<file path="config.mk">
export PLATFORM = sky130hd
export DESIGN_NAME = execute_stage
export DESIGN_NICKNAME = d
export VERILOG_FILES = /design/src/rv_pkg.sv /design/src/execute_stage.sv
export SDC_FILE = /design/constraint.sdc
export NUM_CORES = 1
export LEC_CHECK = 0
export ABC_CLOCK_PERIOD_IN_PS = 5900
export BUFFER_PORTS_ARGS = -buffer_cell sky130_fd_sc_hd__buf_2
export CAP_MARGIN = 20
export CORE_MARGIN = 1.5
export CORE_UTILIZATION = 40
export CTS_CLUSTER_DIAMETER = 150
export DETAILED_ROUTE_END_ITERATION = 7
export HOLD_SLACK_MARGIN = 0.02
export PLACE_DENSITY_LB_ADDON = 0.12
export SYNTH_ARGS = -nofsm -noshare
export SYNTH_HDL_FRONTEND = slang
export SYNTH_SLANG_ARGS = --single-unit
export TNS_END_PERCENT = 50
</file>
<file path="constraint.sdc">
create_clock -name clk -period 5.9 [get_ports clk]
set_input_delay 0.59 -clock clk [delete_from_list [all_inputs] [get_ports clk]]
set_output_delay 0.59 -clock clk [all_outputs]
set_load 0.05 [all_outputs]
</file>
<file path="src/rv_pkg.sv">
// shared constants for the rv32i subset pipeline
// widths, opcodes, alu select and writeback codes, halt constants
// instruction word union with r, i and s views
package rv_pkg;

  localparam int xlen = 32;
  localparam int reg_addr_w = 5;
  localparam int imem_words = 64;
  localparam int dmem_words = 64;

  // base opcodes
  localparam logic [6:0] op_reg    = 7'b0110011;
  localparam logic [6:0] op_imm    = 7'b0010011;
  localparam logic [6:0] op_load   = 7'b0000011;
  localparam logic [6:0] op_store  = 7'b0100011;
  localparam logic [6:0] op_branch = 7'b1100011;
  localparam logic [6:0] op_jal    = 7'b1101111;
  localparam logic [6:0] op_jalr   = 7'b1100111;
  localparam logic [6:0] op_system = 7'b1110011;

  localparam int alu_sel_w = 3;
  localparam logic [alu_sel_w-1:0] alu_add = 3'd0;
  localparam logic [alu_sel_w-1:0] alu_sub = 3'd1;
  localparam logic [alu_sel_w-1:0] alu_and = 3'd2;
  localparam logic [alu_sel_w-1:0] alu_or  = 3'd3;
  localparam logic [alu_sel_w-1:0] alu_slt = 3'd4;

  localparam logic [1:0] wb_alu = 2'd0;
  localparam logic [1:0] wb_mem = 2'd1;
  localparam logic [1:0] wb_pc4 = 2'd2; // link value for jal/jalr

  // ecall halts when a7 holds 10
  localparam logic [reg_addr_w-1:0] halt_reg  = 5'd17;
  localparam logic [xlen-1:0]       halt_code = 32'd10;

  localparam logic [31:0] nop_word = 32'h0000_0013; // addi x0,x0,0

  typedef union packed {
    struct packed {
      logic [6:0]            funct7;
      logic [reg_addr_w-1:0] rs2;
      logic [reg_addr_w-1:0] rs1;
      logic [2:0]            funct3;
      logic [reg_addr_w-1:0] rd;
      logic [6:0]            opcode;
    } r;
    struct packed {
      logic [11:0]           imm12;
      logic [reg_addr_w-1:0] rs1;
      logic [2:0]            funct3;
      logic [reg_addr_w-1:0] rd;
      logic [6:0]            opcode;
    } i;
    struct packed {
      logic [6:0]            imm_hi;
      logic [reg_addr_w-1:0] rs2;
      logic [reg_addr_w-1:0] rs1;
      logic [2:0]            funct3;
      logic [4:0]            imm_lo;
      logic [6:0]            opcode;
    } s;
  } inst_t;

endpackage
</file>
<file path="src/execute_stage.sv">
// operand forwarding, alu, branch and jump resolution
// EX/MEM register
`timescale 1ns/1ps

module execute_stage (
  input  logic                          clk, reset, halted,
  input  logic                          id_ex_alu_src, id_ex_mem_read, id_ex_mem_write,
  input  logic                          id_ex_reg_write, id_ex_is_branch, id_ex_branch_ne,
  input  logic                          id_ex_is_jal, id_ex_is_jalr, id_ex_halt_req,
  input  logic [rv_pkg::alu_sel_w-1:0]   id_ex_alu_sel,
  input  logic [1:0]                    id_ex_wb_src,
  input  logic [rv_pkg::xlen-1:0]        id_ex_rs1_data, id_ex_rs2_data, id_ex_imm, id_ex_pc,
  input  logic [rv_pkg::reg_addr_w-1:0]  id_ex_rs1, id_ex_rs2, id_ex_rd,
  input  logic                          wb_we,
  input  logic [rv_pkg::reg_addr_w-1:0]  wb_rd,
  input  logic [rv_pkg::xlen-1:0]        wb_data,
  output logic                          redirect,
  output logic [rv_pkg::xlen-1:0]        redirect_pc,
  output logic                          ex_mem_mem_read, ex_mem_mem_write,
  output logic                          ex_mem_reg_write, ex_mem_halt_req,
  output logic [1:0]                    ex_mem_wb_src,
  output logic [rv_pkg::xlen-1:0]        ex_mem_result, ex_mem_store_data, ex_mem_pc4,
  output logic [rv_pkg::reg_addr_w-1:0]  ex_mem_rd
);
  import rv_pkg::*;

  logic [xlen-1:0] op_a, op_b, alu_b, alu_y;
  logic            taken;

  // youngest producer wins
  function automatic logic [xlen-1:0] fwd(input logic [reg_addr_w-1:0] src,
                                          input logic [xlen-1:0]       reg_val);
    if (ex_mem_reg_write && ex_mem_rd != '0 && ex_mem_rd == src) begin
      return ex_mem_result;
    end else if (wb_we && wb_rd != '0 && wb_rd == src) begin
      return wb_data;
    end
    return reg_val;
  endfunction

  always_comb begin
    op_a = fwd(id_ex_rs1, id_ex_rs1_data);
    op_b = fwd(id_ex_rs2, id_ex_rs2_data);
  end

  assign alu_b = id_ex_alu_src ? id_ex_imm : op_b;

  always_comb begin
    case (id_ex_alu_sel)
      alu_sub: alu_y = op_a - alu_b;
      alu_and: alu_y = op_a & alu_b;
      alu_or:  alu_y = op_a | alu_b;
      alu_slt: alu_y = {{(xlen-1){1'b0}}, $signed(op_a) < $signed(alu_b)};
      default: alu_y = op_a + alu_b;
    endcase
  end

  // not-taken is assumed, so any taken control transfer redirects
  assign taken       = id_ex_is_branch && ((op_a == op_b) != id_ex_branch_ne);
  assign redirect    = taken || id_ex_is_jal || id_ex_is_jalr;
  assign redirect_pc = id_ex_is_jalr ? {alu_y[xlen-1:1], 1'b0} : id_ex_pc + id_ex_imm;

  always_ff @(posedge clk) begin
    if (reset) begin
      ex_mem_mem_read  <= 1'b0;
      ex_mem_mem_write <= 1'b0;
      ex_mem_reg_write <= 1'b0;
      ex_mem_halt_req  <= 1'b0;
    end else if (!halted) begin
      ex_mem_mem_read  <= id_ex_mem_read;
      ex_mem_mem_write <= id_ex_mem_write;
      ex_mem_reg_write <= id_ex_reg_write;
      ex_mem_halt_req  <= id_ex_halt_req;
    end
  end

  always_ff @(posedge clk) begin
    if (!halted) begin
      ex_mem_wb_src     <= id_ex_wb_src;
      ex_mem_result     <= alu_y;
      ex_mem_store_data <= op_b; // forwarded rs2 for sw
      ex_mem_rd         <= id_ex_rd;
      ex_mem_pc4        <= id_ex_pc + 32'd4;
    end
  end

endmodule

</file>
==> qor.yml <==
outcome:
  outcome: "complete, but fails checks"
  violations: "design-rule violations, negative setup slack"
setup_path:
  start_kind: "flop"
  cp.arrival_ns: 5.40
  worstSetupEndpointType: "output pin"
  crit_type: "reg2out"
  rr_worst_depth: 23
  r2r-end: "ex_mem_result[0]$_DFFE_PN_"
  cp.required_ns: 5.31
  slowest_stage: "or4_4"
  r2r-start: "ex_mem_rd[1]$_DFFE_PN_"
  path_common_cell: "buf_4"
  cp_max_fo: 8
  cp_cell_sequence: "or4_4 -> o211ai_4 -> or2_4 -> buf_4 -> a31o_2 -> nor2_2 -> a21o_1 -> buf_4 -> buf_4 -> ha_1 -> buf_4 -> nand2b_1 -> a21oi_1 -> a31oi_4 -> a211oi_2 -> or4_4 -> a211o_1 -> a21oi_2 -> and4b_2 -> o31ai_4 -> buf_12"
  r2r_slack_ns: 0.68
  cp_slowest_stage_delay_ns: 0.58
cts:
  htreeDepth: 3
  clock-sinks: 107
  clockBufferDepth: 2
  holdBufCountCts: 0
  cts_buffers: 9
  clk_root_buffer_cell: "clkbuf_16"
  tritoncts: "done"
  clkTransAtPathRegs_ns: 0.09
  clk_latency_ns: 0.39
die:
  start_util: 0.404
  core_area_um2: 32400
  fp.dieW_um: 184
  num_rows: 66
  io_pins: 338
  dieArea_um2: 33800
  die_y_um: 184
grt:
  grt_pass1_vias: 15200
  met2_usage: 0.605
  grt_usage: 0.391
  antenna_found_initial: 6
  grt_max_degree: 63
  grt_pass1_wl_mm: 97.0
  met3_usage: 0.0773
  grt-ovfl-total: 0
  grt.met1_usage: 0.523
  busiest_layer: "met2"
yosys:
  synth_edf_count: 103
  ys.flop_type: "edfxtp_1"
  synth_top_area_cell: "edfxtp_1"
  yosysUniqueCellTypes: 78
  syn-cell-area_um2: 13100
  yosys-top-cells-count: "nand2_1 (185), o21ai_0 (134), ha_1 (127), nor2_1 (126), inv_1 (117)"
  synth_nets: 2011
  synth_top_area_frac: 0.236
  ys_warn_count: 0
  yosys.cell_count.top_type: "nand2_1"
  ys_seq_area_frac: 0.242
  syn_area_per_cell_um2: 7.78
  synth_area_leaders: "edfxtp_1 (24%), ha_1 (12%), nand2_1 (5.3%)"
  async_flop_share: 0
  syn_inst: 1683
  synth_seq_cells: 107
final_layout:
  drive_gt1_frac: 0.382
  regArea_um2: 3170
  final_cells: 2733
  area_growth_pct: 47.3
  nets: 2608
  multiInputGateArea_um2: 10100
  nFillCells: 3031
timing:
  rsz0062_at_grt: "true"
  hold_slack_ns: 0.380
  fin_crit_ns: 5.99
  drv_slew: 0
  fin_skew_ns: 0.0147
  hold_viol_final: 0
  post-route-worst-setup-slack_ns: -0.0890
  max_freq_mhz: 167
  setup_viol: 4
  max-slew-margin-rel: 0.315
  finalCritPeriodShare: 1.02
  tightestPinTransition_ns: 1.03
  tns_ns: -0.128
placed_design:
  dp_hpwl_mm: 55.4
  portBuffers: 337
  dp.cells: 2672
  gp_congestion: 1.02
  preCtsSetupSlack_ns: -0.434
routing:
  first_pass_iters: 8
  drtIter0Drc: 1920
  routedWlPerCell_um: 24.9
  wl_mm: 68.0
  vias: 16400
  ant_nets: 0
  via_per_inst: 6.00
  drc: 1
power_and_ir_drop:
  p_total_uw: 4290
  leakage_uw: 0.00854
  p_per_area_nw_per_um2: 222
  peakVddDrop_mv: 0.132
min_path:
  hold_class: "in2reg"
  hold_path_end: "ex_mem_rd[2]$_DFFE_PN_"
  worstHoldStart: "id_ex_rd[2]"
  holdPathStages: 1
run:
  cap_violations: 0
==> kinds of logic after synthesis <==
family / after synthesis / share of synthesized area
AND/OR/NAND/NOR: 579 / 0.207
adder cells (fa/ha/maj): 134 / 0.129
multiplexers: 38 / 0.0304
AO/OA/AOI/OAI: 503 / 0.255
XOR/XNOR: 114 / 0.0763
buffers and inverters: 208 / 0.0597
flip-flops: 107 / 0.242
==> power breakdown <==
| group | total (uW) | internal, uW | leakage, uW | switching [uW] |
|---|---|---|---|---|
| Combinational | 2640 | 1010 | 0.00735 | 1630 |
| Clock | 665 | 303 | 0.000148 | 361 |
| Sequential | 986 | 928 | 0.00104 | 58.3 |
==> metal layers <==
layer	part of all wire	vias to the layer above
met5	0.00019	-
met4	0.048	2
met3	0.10	175
met2	0.44	1046
met1	0.41	7788
li1	-	7374
==> placed cells by master (no fill, tap or decap), drive strengths merged, types with 68 or more instances in the layout <==
cell,Yosys,routed
xnor2,68,68
inv,119,124
edfxtp,103,103
nor2,126,126
nor3,77,77
nand3,76,76
nand2,185,185
ha,127,127
buf,6,674
o21ai,138,138
a21oi,92,92
==> worst max path at each step <==
stage	from	end	slack, ns	cells past startpoint
floorplan	ex_mem_rd[1]$_DFFE_PN_	redirect_pc[31]	-0.10	20
global route	ex_mem_rd[1]$_DFFE_PN_	redirect_pc[30]	-0.20	20
CTS	ex_mem_rd[3]$_DFFE_PN_	redirect_pc[31]	-0.04	23
detailed placement	wb_rd[1]	redirect_pc[31]	-0.43	23
global placement	wb_rd[1]	redirect_pc[31]	-0.46	23
finish	ex_mem_rd[1]$_DFFE_PN_	redirect_pc[30]	-0.09	21
==> cell type report <==
cell class	count	share of cell area
diodes	6	0.000779
clock inverters	7	0.00383
flip-flops and latches	107	0.165
repair buffers	675	0.242
clock buffers	9	0.0117
inverters	119	0.0233
well taps	442	0.0287
multi-input cells	1368	0.525
==> registers in the layout, summed over array words and instances, names as in the netlist <==
signal             cells
ex_mem_result         32
ex_mem_mem_read        1
ex_mem_mem_write       1
ex_mem_pc4            32
ex_mem_rd              5
ex_mem_wb_src          2
ex_mem_store_data     32
ex_mem_reg_write       1
ex_mem_halt_req        1
==> worst max-delay path, delay by kind of cell, from the launching register on <==
family	cells	cell delay, ns
AOI/OAI and AO/OA	9	1.79
adders and majority gates	1	0.34
buffers and inverters	5	0.78
DFF	1	0.39
and+or+nand+nor	6	1.70
==> what timing repair did <==
action                                  in CTS  in global routing
pin swaps                                   28                 48
endpoints found under the setup margin      20                 23
resized for setup                           90                123
hold endpoints to repair                     0                  0
cloned                                       0                  0
setup buffers                               17                 22
==> through the flow <==
| step | area, um2 | util |
|---|---|---|
| after floorplan | 13200 | - |
| after global placement | 17700 | 0.546 |
| after detailed placement | 17700 | 0.546 |
| after CTS | 18500 | 0.572 |
| after global routing | 19300 | 0.595 |
| final | 19300 | 0.596 |
Power figures use the tool's default switching activity.
