`config.mk`:
```
export PLATFORM = sky130hd
export DESIGN_NAME = fetch_stage
export DESIGN_NICKNAME = d
export VERILOG_FILES = /design/src/rv_pkg.sv /design/src/fetch_stage.sv
export SDC_FILE = /design/constraint.sdc
export NUM_CORES = 1
export LEC_CHECK = 0
export ABC_AREA = 1
export BUFFER_PORTS_ARGS = -buffer_cell sky130_fd_sc_hd__buf_4
export CORE_MARGIN = 3
export CORE_UTILIZATION = 45
export DETAILED_ROUTE_END_ITERATION = 8
export GPL_TIMING_DRIVEN = 0
export PLACE_DENSITY = 0.83
export RECOVER_POWER = 50
export SYNTH_ARGS = -nofsm -noshare
export SYNTH_HDL_FRONTEND = slang
export SYNTH_SLANG_ARGS = --single-unit
```
`constraint.sdc`:
```
create_clock -name clk -period 3.8 [get_ports clk]
set_input_delay 0.95 -clock clk [delete_from_list [all_inputs] [get_ports clk]]
set_output_delay 0.95 -clock clk [all_outputs]
set_load 0.01 [all_outputs]
```
`src/prog.hex`:
```
// one 32-bit instruction word per line, loaded from address 0
00500093
00700113
002081B3
40118233
0020F533
0020E5B3
00302423
00802283
00128313
00220463
06300393
0080046F
03700493
00A00893
00000073

```
`src/rv_pkg.sv`:
```
// shared constants for the rv32i subset pipeline
// widths, opcodes, alu select and writeback codes, halt constants
// instruction word union with r, i and s views
package rv_pkg;

  localparam int xlen = 32;
  localparam int reg_addr_w = 5;
  localparam int imem_words = 64;
  localparam int dmem_words = 64;

  // base opcodes
  localparam logic [6:0] op_reg    = 7'b0110011;
  localparam logic [6:0] op_imm    = 7'b0010011;
  localparam logic [6:0] op_load   = 7'b0000011;
  localparam logic [6:0] op_store  = 7'b0100011;
  localparam logic [6:0] op_branch = 7'b1100011;
  localparam logic [6:0] op_jal    = 7'b1101111;
  localparam logic [6:0] op_jalr   = 7'b1100111;
  localparam logic [6:0] op_system = 7'b1110011;

  localparam int alu_sel_w = 3;
  localparam logic [alu_sel_w-1:0] alu_add = 3'd0;
  localparam logic [alu_sel_w-1:0] alu_sub = 3'd1;
  localparam logic [alu_sel_w-1:0] alu_and = 3'd2;
  localparam logic [alu_sel_w-1:0] alu_or  = 3'd3;
  localparam logic [alu_sel_w-1:0] alu_slt = 3'd4;

  localparam logic [1:0] wb_alu = 2'd0;
  localparam logic [1:0] wb_mem = 2'd1;
  localparam logic [1:0] wb_pc4 = 2'd2; // link value for jal/jalr

  // ecall halts when a7 holds 10
  localparam logic [reg_addr_w-1:0] halt_reg  = 5'd17;
  localparam logic [xlen-1:0]       halt_code = 32'd10;

  localparam logic [31:0] nop_word = 32'h0000_0013; // addi x0,x0,0

  typedef union packed {
    struct packed {
      logic [6:0]            funct7;
      logic [reg_addr_w-1:0] rs2;
      logic [reg_addr_w-1:0] rs1;
      logic [2:0]            funct3;
      logic [reg_addr_w-1:0] rd;
      logic [6:0]            opcode;
    } r;
    struct packed {
      logic [11:0]           imm12;
      logic [reg_addr_w-1:0] rs1;
      logic [2:0]            funct3;
      logic [reg_addr_w-1:0] rd;
      logic [6:0]            opcode;
    } i;
    struct packed {
      logic [6:0]            imm_hi;
      logic [reg_addr_w-1:0] rs2;
      logic [reg_addr_w-1:0] rs1;
      logic [2:0]            funct3;
      logic [4:0]            imm_lo;
      logic [6:0]            opcode;
    } s;
  } inst_t;

endpackage
```
`src/fetch_stage.sv`:
```
// program counter, instruction rom and IF/ID register
`timescale 1ns/1ps

module fetch_stage (
  input  logic                   clk,
  input  logic                   reset,
  input  logic                   stall,
  input  logic                   redirect,
  input  logic [rv_pkg::xlen-1:0] redirect_pc,
  input  logic                   halted,
  output rv_pkg::inst_t          if_inst,
  output logic [rv_pkg::xlen-1:0] if_pc
);
  import rv_pkg::*;

  logic [xlen-1:0] pc;
  logic [31:0]     rom [0:imem_words-1];

  // words past the program read as nop
  initial begin
    for (int k = 0; k < imem_words; k++) begin
      rom[k] = nop_word;
    end
    $readmemh("/design/src/prog.hex", rom);
  end

  always_ff @(posedge clk) begin
    if (reset) begin
      pc      <= '0;
      if_inst <= nop_word;
    end else if (!halted) begin
      if (redirect) begin
        pc      <= redirect_pc;
        if_inst <= nop_word; // squash wrong-path fetch
      end else if (!stall) begin
        pc      <= pc + 32'd4;
        if_inst <= rom[pc[$clog2(imem_words)+1:2]];
      end
    end
  end

  always_ff @(posedge clk) begin
    if (!halted && !redirect && !stall) if_pc <= pc;
  end

endmodule

```
==> flow_metrics.tcl, run 1 <==
set metrics [dict create \
    clock_tree.buffer_depth 2 \
    cts_buffers 9 \
    start_util_pct 47.2 \
    gp_congestion 0.944 \
    crit_path_max_incr_delay_ns 0.42 \
    critPathLaunchType "input port" \
    setup_violations 0 \
    die_h_um 94.1 \
    post-route-period-util_pct 71.5 \
    grt_max_degree 18 \
    slew_headroom_pct 43.6 \
    endpoint_kind "register" \
    clock.fmax_mhz 368 \
    io_pins 101 \
    drive_gt1_share_pct 21.0 \
    whs_path_depth 0 \
    grt-ovfl-total 0 \
    intPower_uw 1210 \
    ir_drop_uv 184 \
    hold_viol_final 0 \
    num_antenna_cells 0 \
    yosysWarnings 0 \
    clkSinkCount 64 \
    min_period_ns 2.72 \
    hold_class "register to register" \
    viasPerCell 4.84 \
    die_x_um 94.1 \
    power_uw 1620 \
    critPathKind "input port to register" \
    cts_tree "done" \
    antenna_found_initial 0 \
    synth.distinct_cells 33 \
    p_seq_share_pct 48.6 \
    status "completed" \
    n_fill_cell 668 \
    nets 600 \
    critPathMaxFanout 10 \
    clkTransAtPathRegs_ns 0.07 \
    rsz0062_at_grt "false" \
    reg2reg_depth 9 \
    syn_inst 454 \
    drcViolationCount 0 \
    use_met2_pct 34.2 \
    critPathMostFrequentCell "clkbuf_1" \
    reg2reg_setup_slack_ns 2.05 \
    busiest_layer "met2" \
    root_buffer "clkbuf_8" \
    min_to "if_pc[0]$_DFFE_PP_" \
    ys_seq_area_share_pct 45.8 \
    r2r-start "pc[2]$_SDFFE_PP0N_" \
    finalSetupTns_ns 0 \
    totalWireLength_um 8890 \
    max_cap_violations 0 \
    ys_ff_latch 64 \
    r2r-end "pc[12]$_SDFFE_PP0N_" \
    vias 3223 \
    cp_slowest_cell "clkbuf_1" \
    grt_pass1_wl_um 14200 \
    required_ns 4.04 \
    grtUsageMet3_pct 5.37 \
    clk_latency_ns 0.35 \
    grt_util_met1_pct 26.0 \
    cts_hold_buf 0 \
    place_hpwl_um 6510 \
    finClkSkew_ns 0.00798 \
    coreArea_sq_um 7410 \
    final_antenna_net_count 0 \
    drt_first_pass_iters 5 \
    grt_util_all_layers_pct 20.9 \
    leakage_uw 0.00176 \
    post-cts-setup-buffers 0 \
    slew_viol_final 0 \
    arrival_ns 2.96 \
    synth.largest_area_cell "edfxtp_1" \
    first_iter_violations 227 \
    sw_frac_of_total_pct 25.3 \
    avgSynthCellArea_sq_um 7.69 \
    post_cts_resized 0 \
    share_comb_of_total_power_pct 12.5 \
    grt_pass1_vias 2998 \
    fp-row-count 31 \
    ys_top_cells_by_area "edfxtp_1, dfxtp_1, nand2_1" \
    avgRoutedWirePerCell_um 13.3 \
    dieArea_sq_um 8860 \
    worst_pin_slew_ns 0.843 \
    portBuffers 66 \
    pwr-share-clk_pct 38.9 \
    p_sw_uw 412 \
    area_delta_synth_final_pct 25.2 \
    syn_area_sq_um 3490 \
    min_from "pc[0]$_SDFFE_PP0P_" \
    path_buf_inv 4 \
    power.density_nw_per_um2 372 \
    yosysTopAreaCellShare_pct 27.5 \
    htreeDepth 3 \
    crit_family "buffers and inverters" \
    crit_chain "clkbuf_1, inv_1, a21oi_1, clkbuf_1, clkbuf_1, nand4_1, o211ai_1, nor2_1" \
]
[how the worst max path moves through the flow]
stage	start	endpoint	slack, ns	cells after the start
after floorplan	redirect	if_pc[0]$_DFFE_PP_	0.75	3
after global placement	redirect	if_pc[15]$_DFFE_PP_	0.1	3
after detailed placement	redirect	if_pc[15]$_DFFE_PP_	1.04	4
after CTS	redirect	if_pc[18]$_DFFE_PP_	1.41	4
after global routing	redirect	pc[4]$_SDFFE_PP0N_	0.94	7
final	redirect	pc[8]$_SDFFE_PP0N_	1.08	8
[state kept, by name, indices dropped and copies added (netlist names)]
signal,count
if_pc,32
pc,32
[power groups by stage]
stage	clock network (uW)	logic, uW	registers (uW)
2_1_floorplan	0	133	799
3_3_place_gp	0	200	802
3_5_place_dp	0	207	803
4_1_cts	634	209	789
5_1_grt	670	226	794
6_report	632	204	789
[kinds of logic (layout without fill, tap and decap cells)]
kind of cell               Yosys count  in the layout  share of synthesized area (%)
and+or+nand+nor                    257            257                           32.2
buffers and inverters               77            160                           12.4
DFF                                 64             64                           45.8
AOI/OAI and AO/OA                   53             53                           9.06
other                                2             32                          0.215
adders and majority gates            1              1                          0.358
[cells in the mapped netlist]
| cell | instances |
|---|---|
| nor2_4 | 5 |
| o21ai_0 | 7 |
| nand3_1 | 32 |
| a31oi_1 | 1 |
| edfxtp_1 | 32 |
| o221ai_1 | 2 |
| nand2_1 | 125 |
| a211oi_2 | 1 |
| inv_2 | 4 |
| clkbuf_1 | 6 |
| a21oi_1 | 34 |
| nand3b_1 | 7 |
| o211ai_1 | 1 |
| buf_2 | 6 |
| buf_1 | 1 |
| nor2_8 | 1 |
| o211ai_2 | 1 |
| nor4_1 | 1 |
| a211oi_1 | 4 |
| nand2_2 | 7 |
| nor2_1 | 69 |
| nor2_2 | 3 |
| inv_1 | 25 |
| nor3_1 | 5 |
| a21oi_4 | 1 |
| ha_1 | 1 |
| and2_1 | 1 |
| nand4_1 | 1 |
| dfxtp_1 | 32 |
| buf_6 | 1 |
| a21oi_2 | 1 |
| conb_1 | 2 |
| buf_4 | 34 |
[layout by cell type, fill, tap and decap left out, types with 2 or more instances in the layout]
cell type / n
nand2_2: 7
conb_1: 32
nor2_4: 5
buf_4: 78
bufinv_16: 2
o21ai_0: 7
clkbuf_8: 9
clkinvlp_4: 2
a211oi_1: 4
nor2_2: 3
clkinv_1: 2
nor2_1: 69
a21oi_1: 35
o221ai_1: 2
nand2_1: 125
buf_2: 5
nor3_1: 4
clkbuf_1: 31
dfxtp_1: 32
edfxtp_1: 32
inv_1: 27
nand3b_1: 7
nand3_1: 32
[metal layers]
layer	routed length, um	vias up	part of all wire, %
met3	769	14	8.7
met4	164	0	1.8
met2	4080	148	46
met1	3880	1429	44
met5	0	-	0
li1	-	1632	-
[area by class of cell]
class | count | area (sq um) | area share, %
sequential | 64 | 1600 | 36.6
multi-input combinational | 343 | 1570 | 36.0
inverter | 29 | 109 | 2.49
clock inverter | 6 | 83.8 | 1.92
timing repair buffer | 67 | 448 | 10.2
clock buffer | 10 | 128 | 2.92
buffer | 48 | 307 | 7.01
tap | 99 | 124 | 2.83
[through the flow]
stage	cells	utilization, %	cell area, sq um	hold WS [ns]	setup slack (ns)
final	666	59.0	4370	0.434	1.08
after global routing	666	59.0	4370	0.457	0.939
after CTS	666	60.4	4480	0.435	1.41
after detailed placement	650	57.6	4260	0.417	1.04
after global placement	649	57.1	4230	0.414	0.0971
after floorplan	484	-	3610	0.403	0.748
Power figures use the tool's default switching activity.
==> run 2, diff against run 1 <==
==> constraint.sdc (replaced) <==
create_clock -name clk -period 2.3 [get_ports clk]
set_input_delay 0.575 -clock clk [delete_from_list [all_inputs] [get_ports clk]]
set_output_delay 0.575 -clock clk [all_outputs]
set_load 0.01 [all_outputs]
==> flow_metrics.tcl, run 2 (synthesis gave the netlist of run 1 again) <==
set metrics [dict create \
    min_period_ns 2.00 \
    place_hpwl_um 6610 \
    coreArea_sq_um 7410 \
    setup_violations 0 \
    clkSinkCount 64 \
    cts_tree "done" \
    area_delta_synth_final_pct 23.4 \
    io_pins 101 \
    start_util_pct 47.2 \
    r2r-start "pc[2]$_SDFFE_PP0N_" \
    nets 600 \
    regArea_sq_um 1600 \
    wl_met1_um 3850 \
    fin_cells 666 \
    final_antenna_net_count 0 \
    status "completed" \
    drt_first_pass_iters 7 \
    post-route-period-util_pct 86.8 \
    post-cts-setup-buffers 0 \
    drive_gt1_share_pct 20.5 \
    vias 3335 \
    htreeDepth 3 \
    num_antenna_cells 0 \
    hold_ws_ns 0.429 \
    finClkSkew_ns 0.00721 \
    die_x_um 94.1 \
    leakage_uw 0.00171 \
    cts_hold_buf 0 \
    final_common_cell "nand2_1" \
    grt_max_degree 17 \
    min_from "pc[1]$_SDFFE_PP0P_" \
    hold_class "register to register" \
    dp_cells 649 \
    reg_top3 "if_pc x32, pc x32" \
    slew_headroom_pct 39.0 \
    grt_pass1_wl_um 14200 \
    ir_drop_uv 370 \
    max_cap_violations 0 \
    highest_layer "met4" \
    dieArea_sq_um 8860 \
    fp-row-count 31 \
    grt-ovfl-total 0 \
    first_iter_violations 234 \
    startpoint "redirect" \
    post_cts_resized 0 \
    clock.fmax_mhz 501 \
    required_ns 2.53 \
    mostFrequentLayoutCells "nand2_1, buf_4, nor2_1" \
    met2_length_um 4180 \
    critPathLaunchType "input port" \
    endpoint_kind "register" \
    die_h_um 94.1 \
    multi_input_area_sq_um 1570 \
    grt_util_all_layers_pct 20.8 \
    wl_met3_um 764 \
    viasPerCell 5.01 \
    cts_buffers 9 \
    critPathKind "input port to register" \
    rsz0062_at_grt "false" \
    antenna_found_initial 0 \
    root_buffer "clkbuf_8" \
    grt_pass1_vias 3086 \
    worst_pin_slew_ns 0.912 \
    slew_viol_final 0 \
    drcViolationCount 0 \
    n_fill_cell 687 \
    avgRoutedWirePerCell_um 13.6 \
    critPathMaxFanout 10 \
    gp_congestion 0.909 \
    clk_latency_ns 0.34 \
    arrival_ns 2.23 \
    totalWireLength_um 9030 \
    hold_viol_final 0 \
    power.density_nw_per_um2 605 \
    portBuffers 66 \
    clkTransAtPathRegs_ns 0.06 \
    clock_tree.buffer_depth 2 \
]
## run 2: path summary, 6_finish.rpt
kind,end,slack (ns),depth (start not counted)
max,pc[8]$_SDFFE_PP0N_,0.30,8
min,if_pc[1]$_DFFE_PP_,0.43,0
max reg2reg,pc[19]$_SDFFE_PP0N_,0.54,9
min reg2reg,if_pc[1]$_DFFE_PP_,0.43,0
## run 2: worst max-delay path, cell delays in order
cell and delay [ns]:
buf_4 0.15, inv_2 0.07, a21oi_1 0.29, clkbuf_1 0.43
clkbuf_1 0.38, nand4_1 0.15, o211ai_1 0.11, nor2_1 0.06
## run 2: through the flow
stage	setup TNS, ns	power (uW)	area [sq um]	util (%)	worst slack [ns]
2_1_floorplan	0	1540	3620	-	0.0835
4_1_cts	0	2630	4450	60.0	0.0530
6_report	0	2610	4310	58.2	0.305
3_5_place_dp	-13.75	1670	4240	57.2	-0.431
5_1_grt	0	2710	4310	58.2	0.174
3_3_place_gp	-11.63	1660	4240	57.2	-0.366
## run 2: per-layer routing
layer  GRT usage, %  vias up
met5              0        -
met4           8.78        0
met1           25.6     1518
met3           5.53       21
met2           34.2      159
li1               -     1637
## run 2: report_power, final
group / total (uW) / leakage, uW / switching, uW / internal [uW]
logic: 333 / 0.00103 / 188 / 145
clock network: 972 / 0.000103 / 415 / 557
registers: 1300 / 0.000575 / 52.8 / 1250
## run 2: area by class of cell
| type | instances | area share [%] |
|---|---|---|
| clock buffer | 13 | 3.69 |
| sequential | 64 | 37.1 |
| inverter | 29 | 2.52 |
| buffer | 48 | 7.23 |
| clock inverter | 3 | 0.929 |
| tap | 99 | 2.87 |
| multi-input combinational | 344 | 36.5 |
| timing repair buffer | 66 | 9.14 |
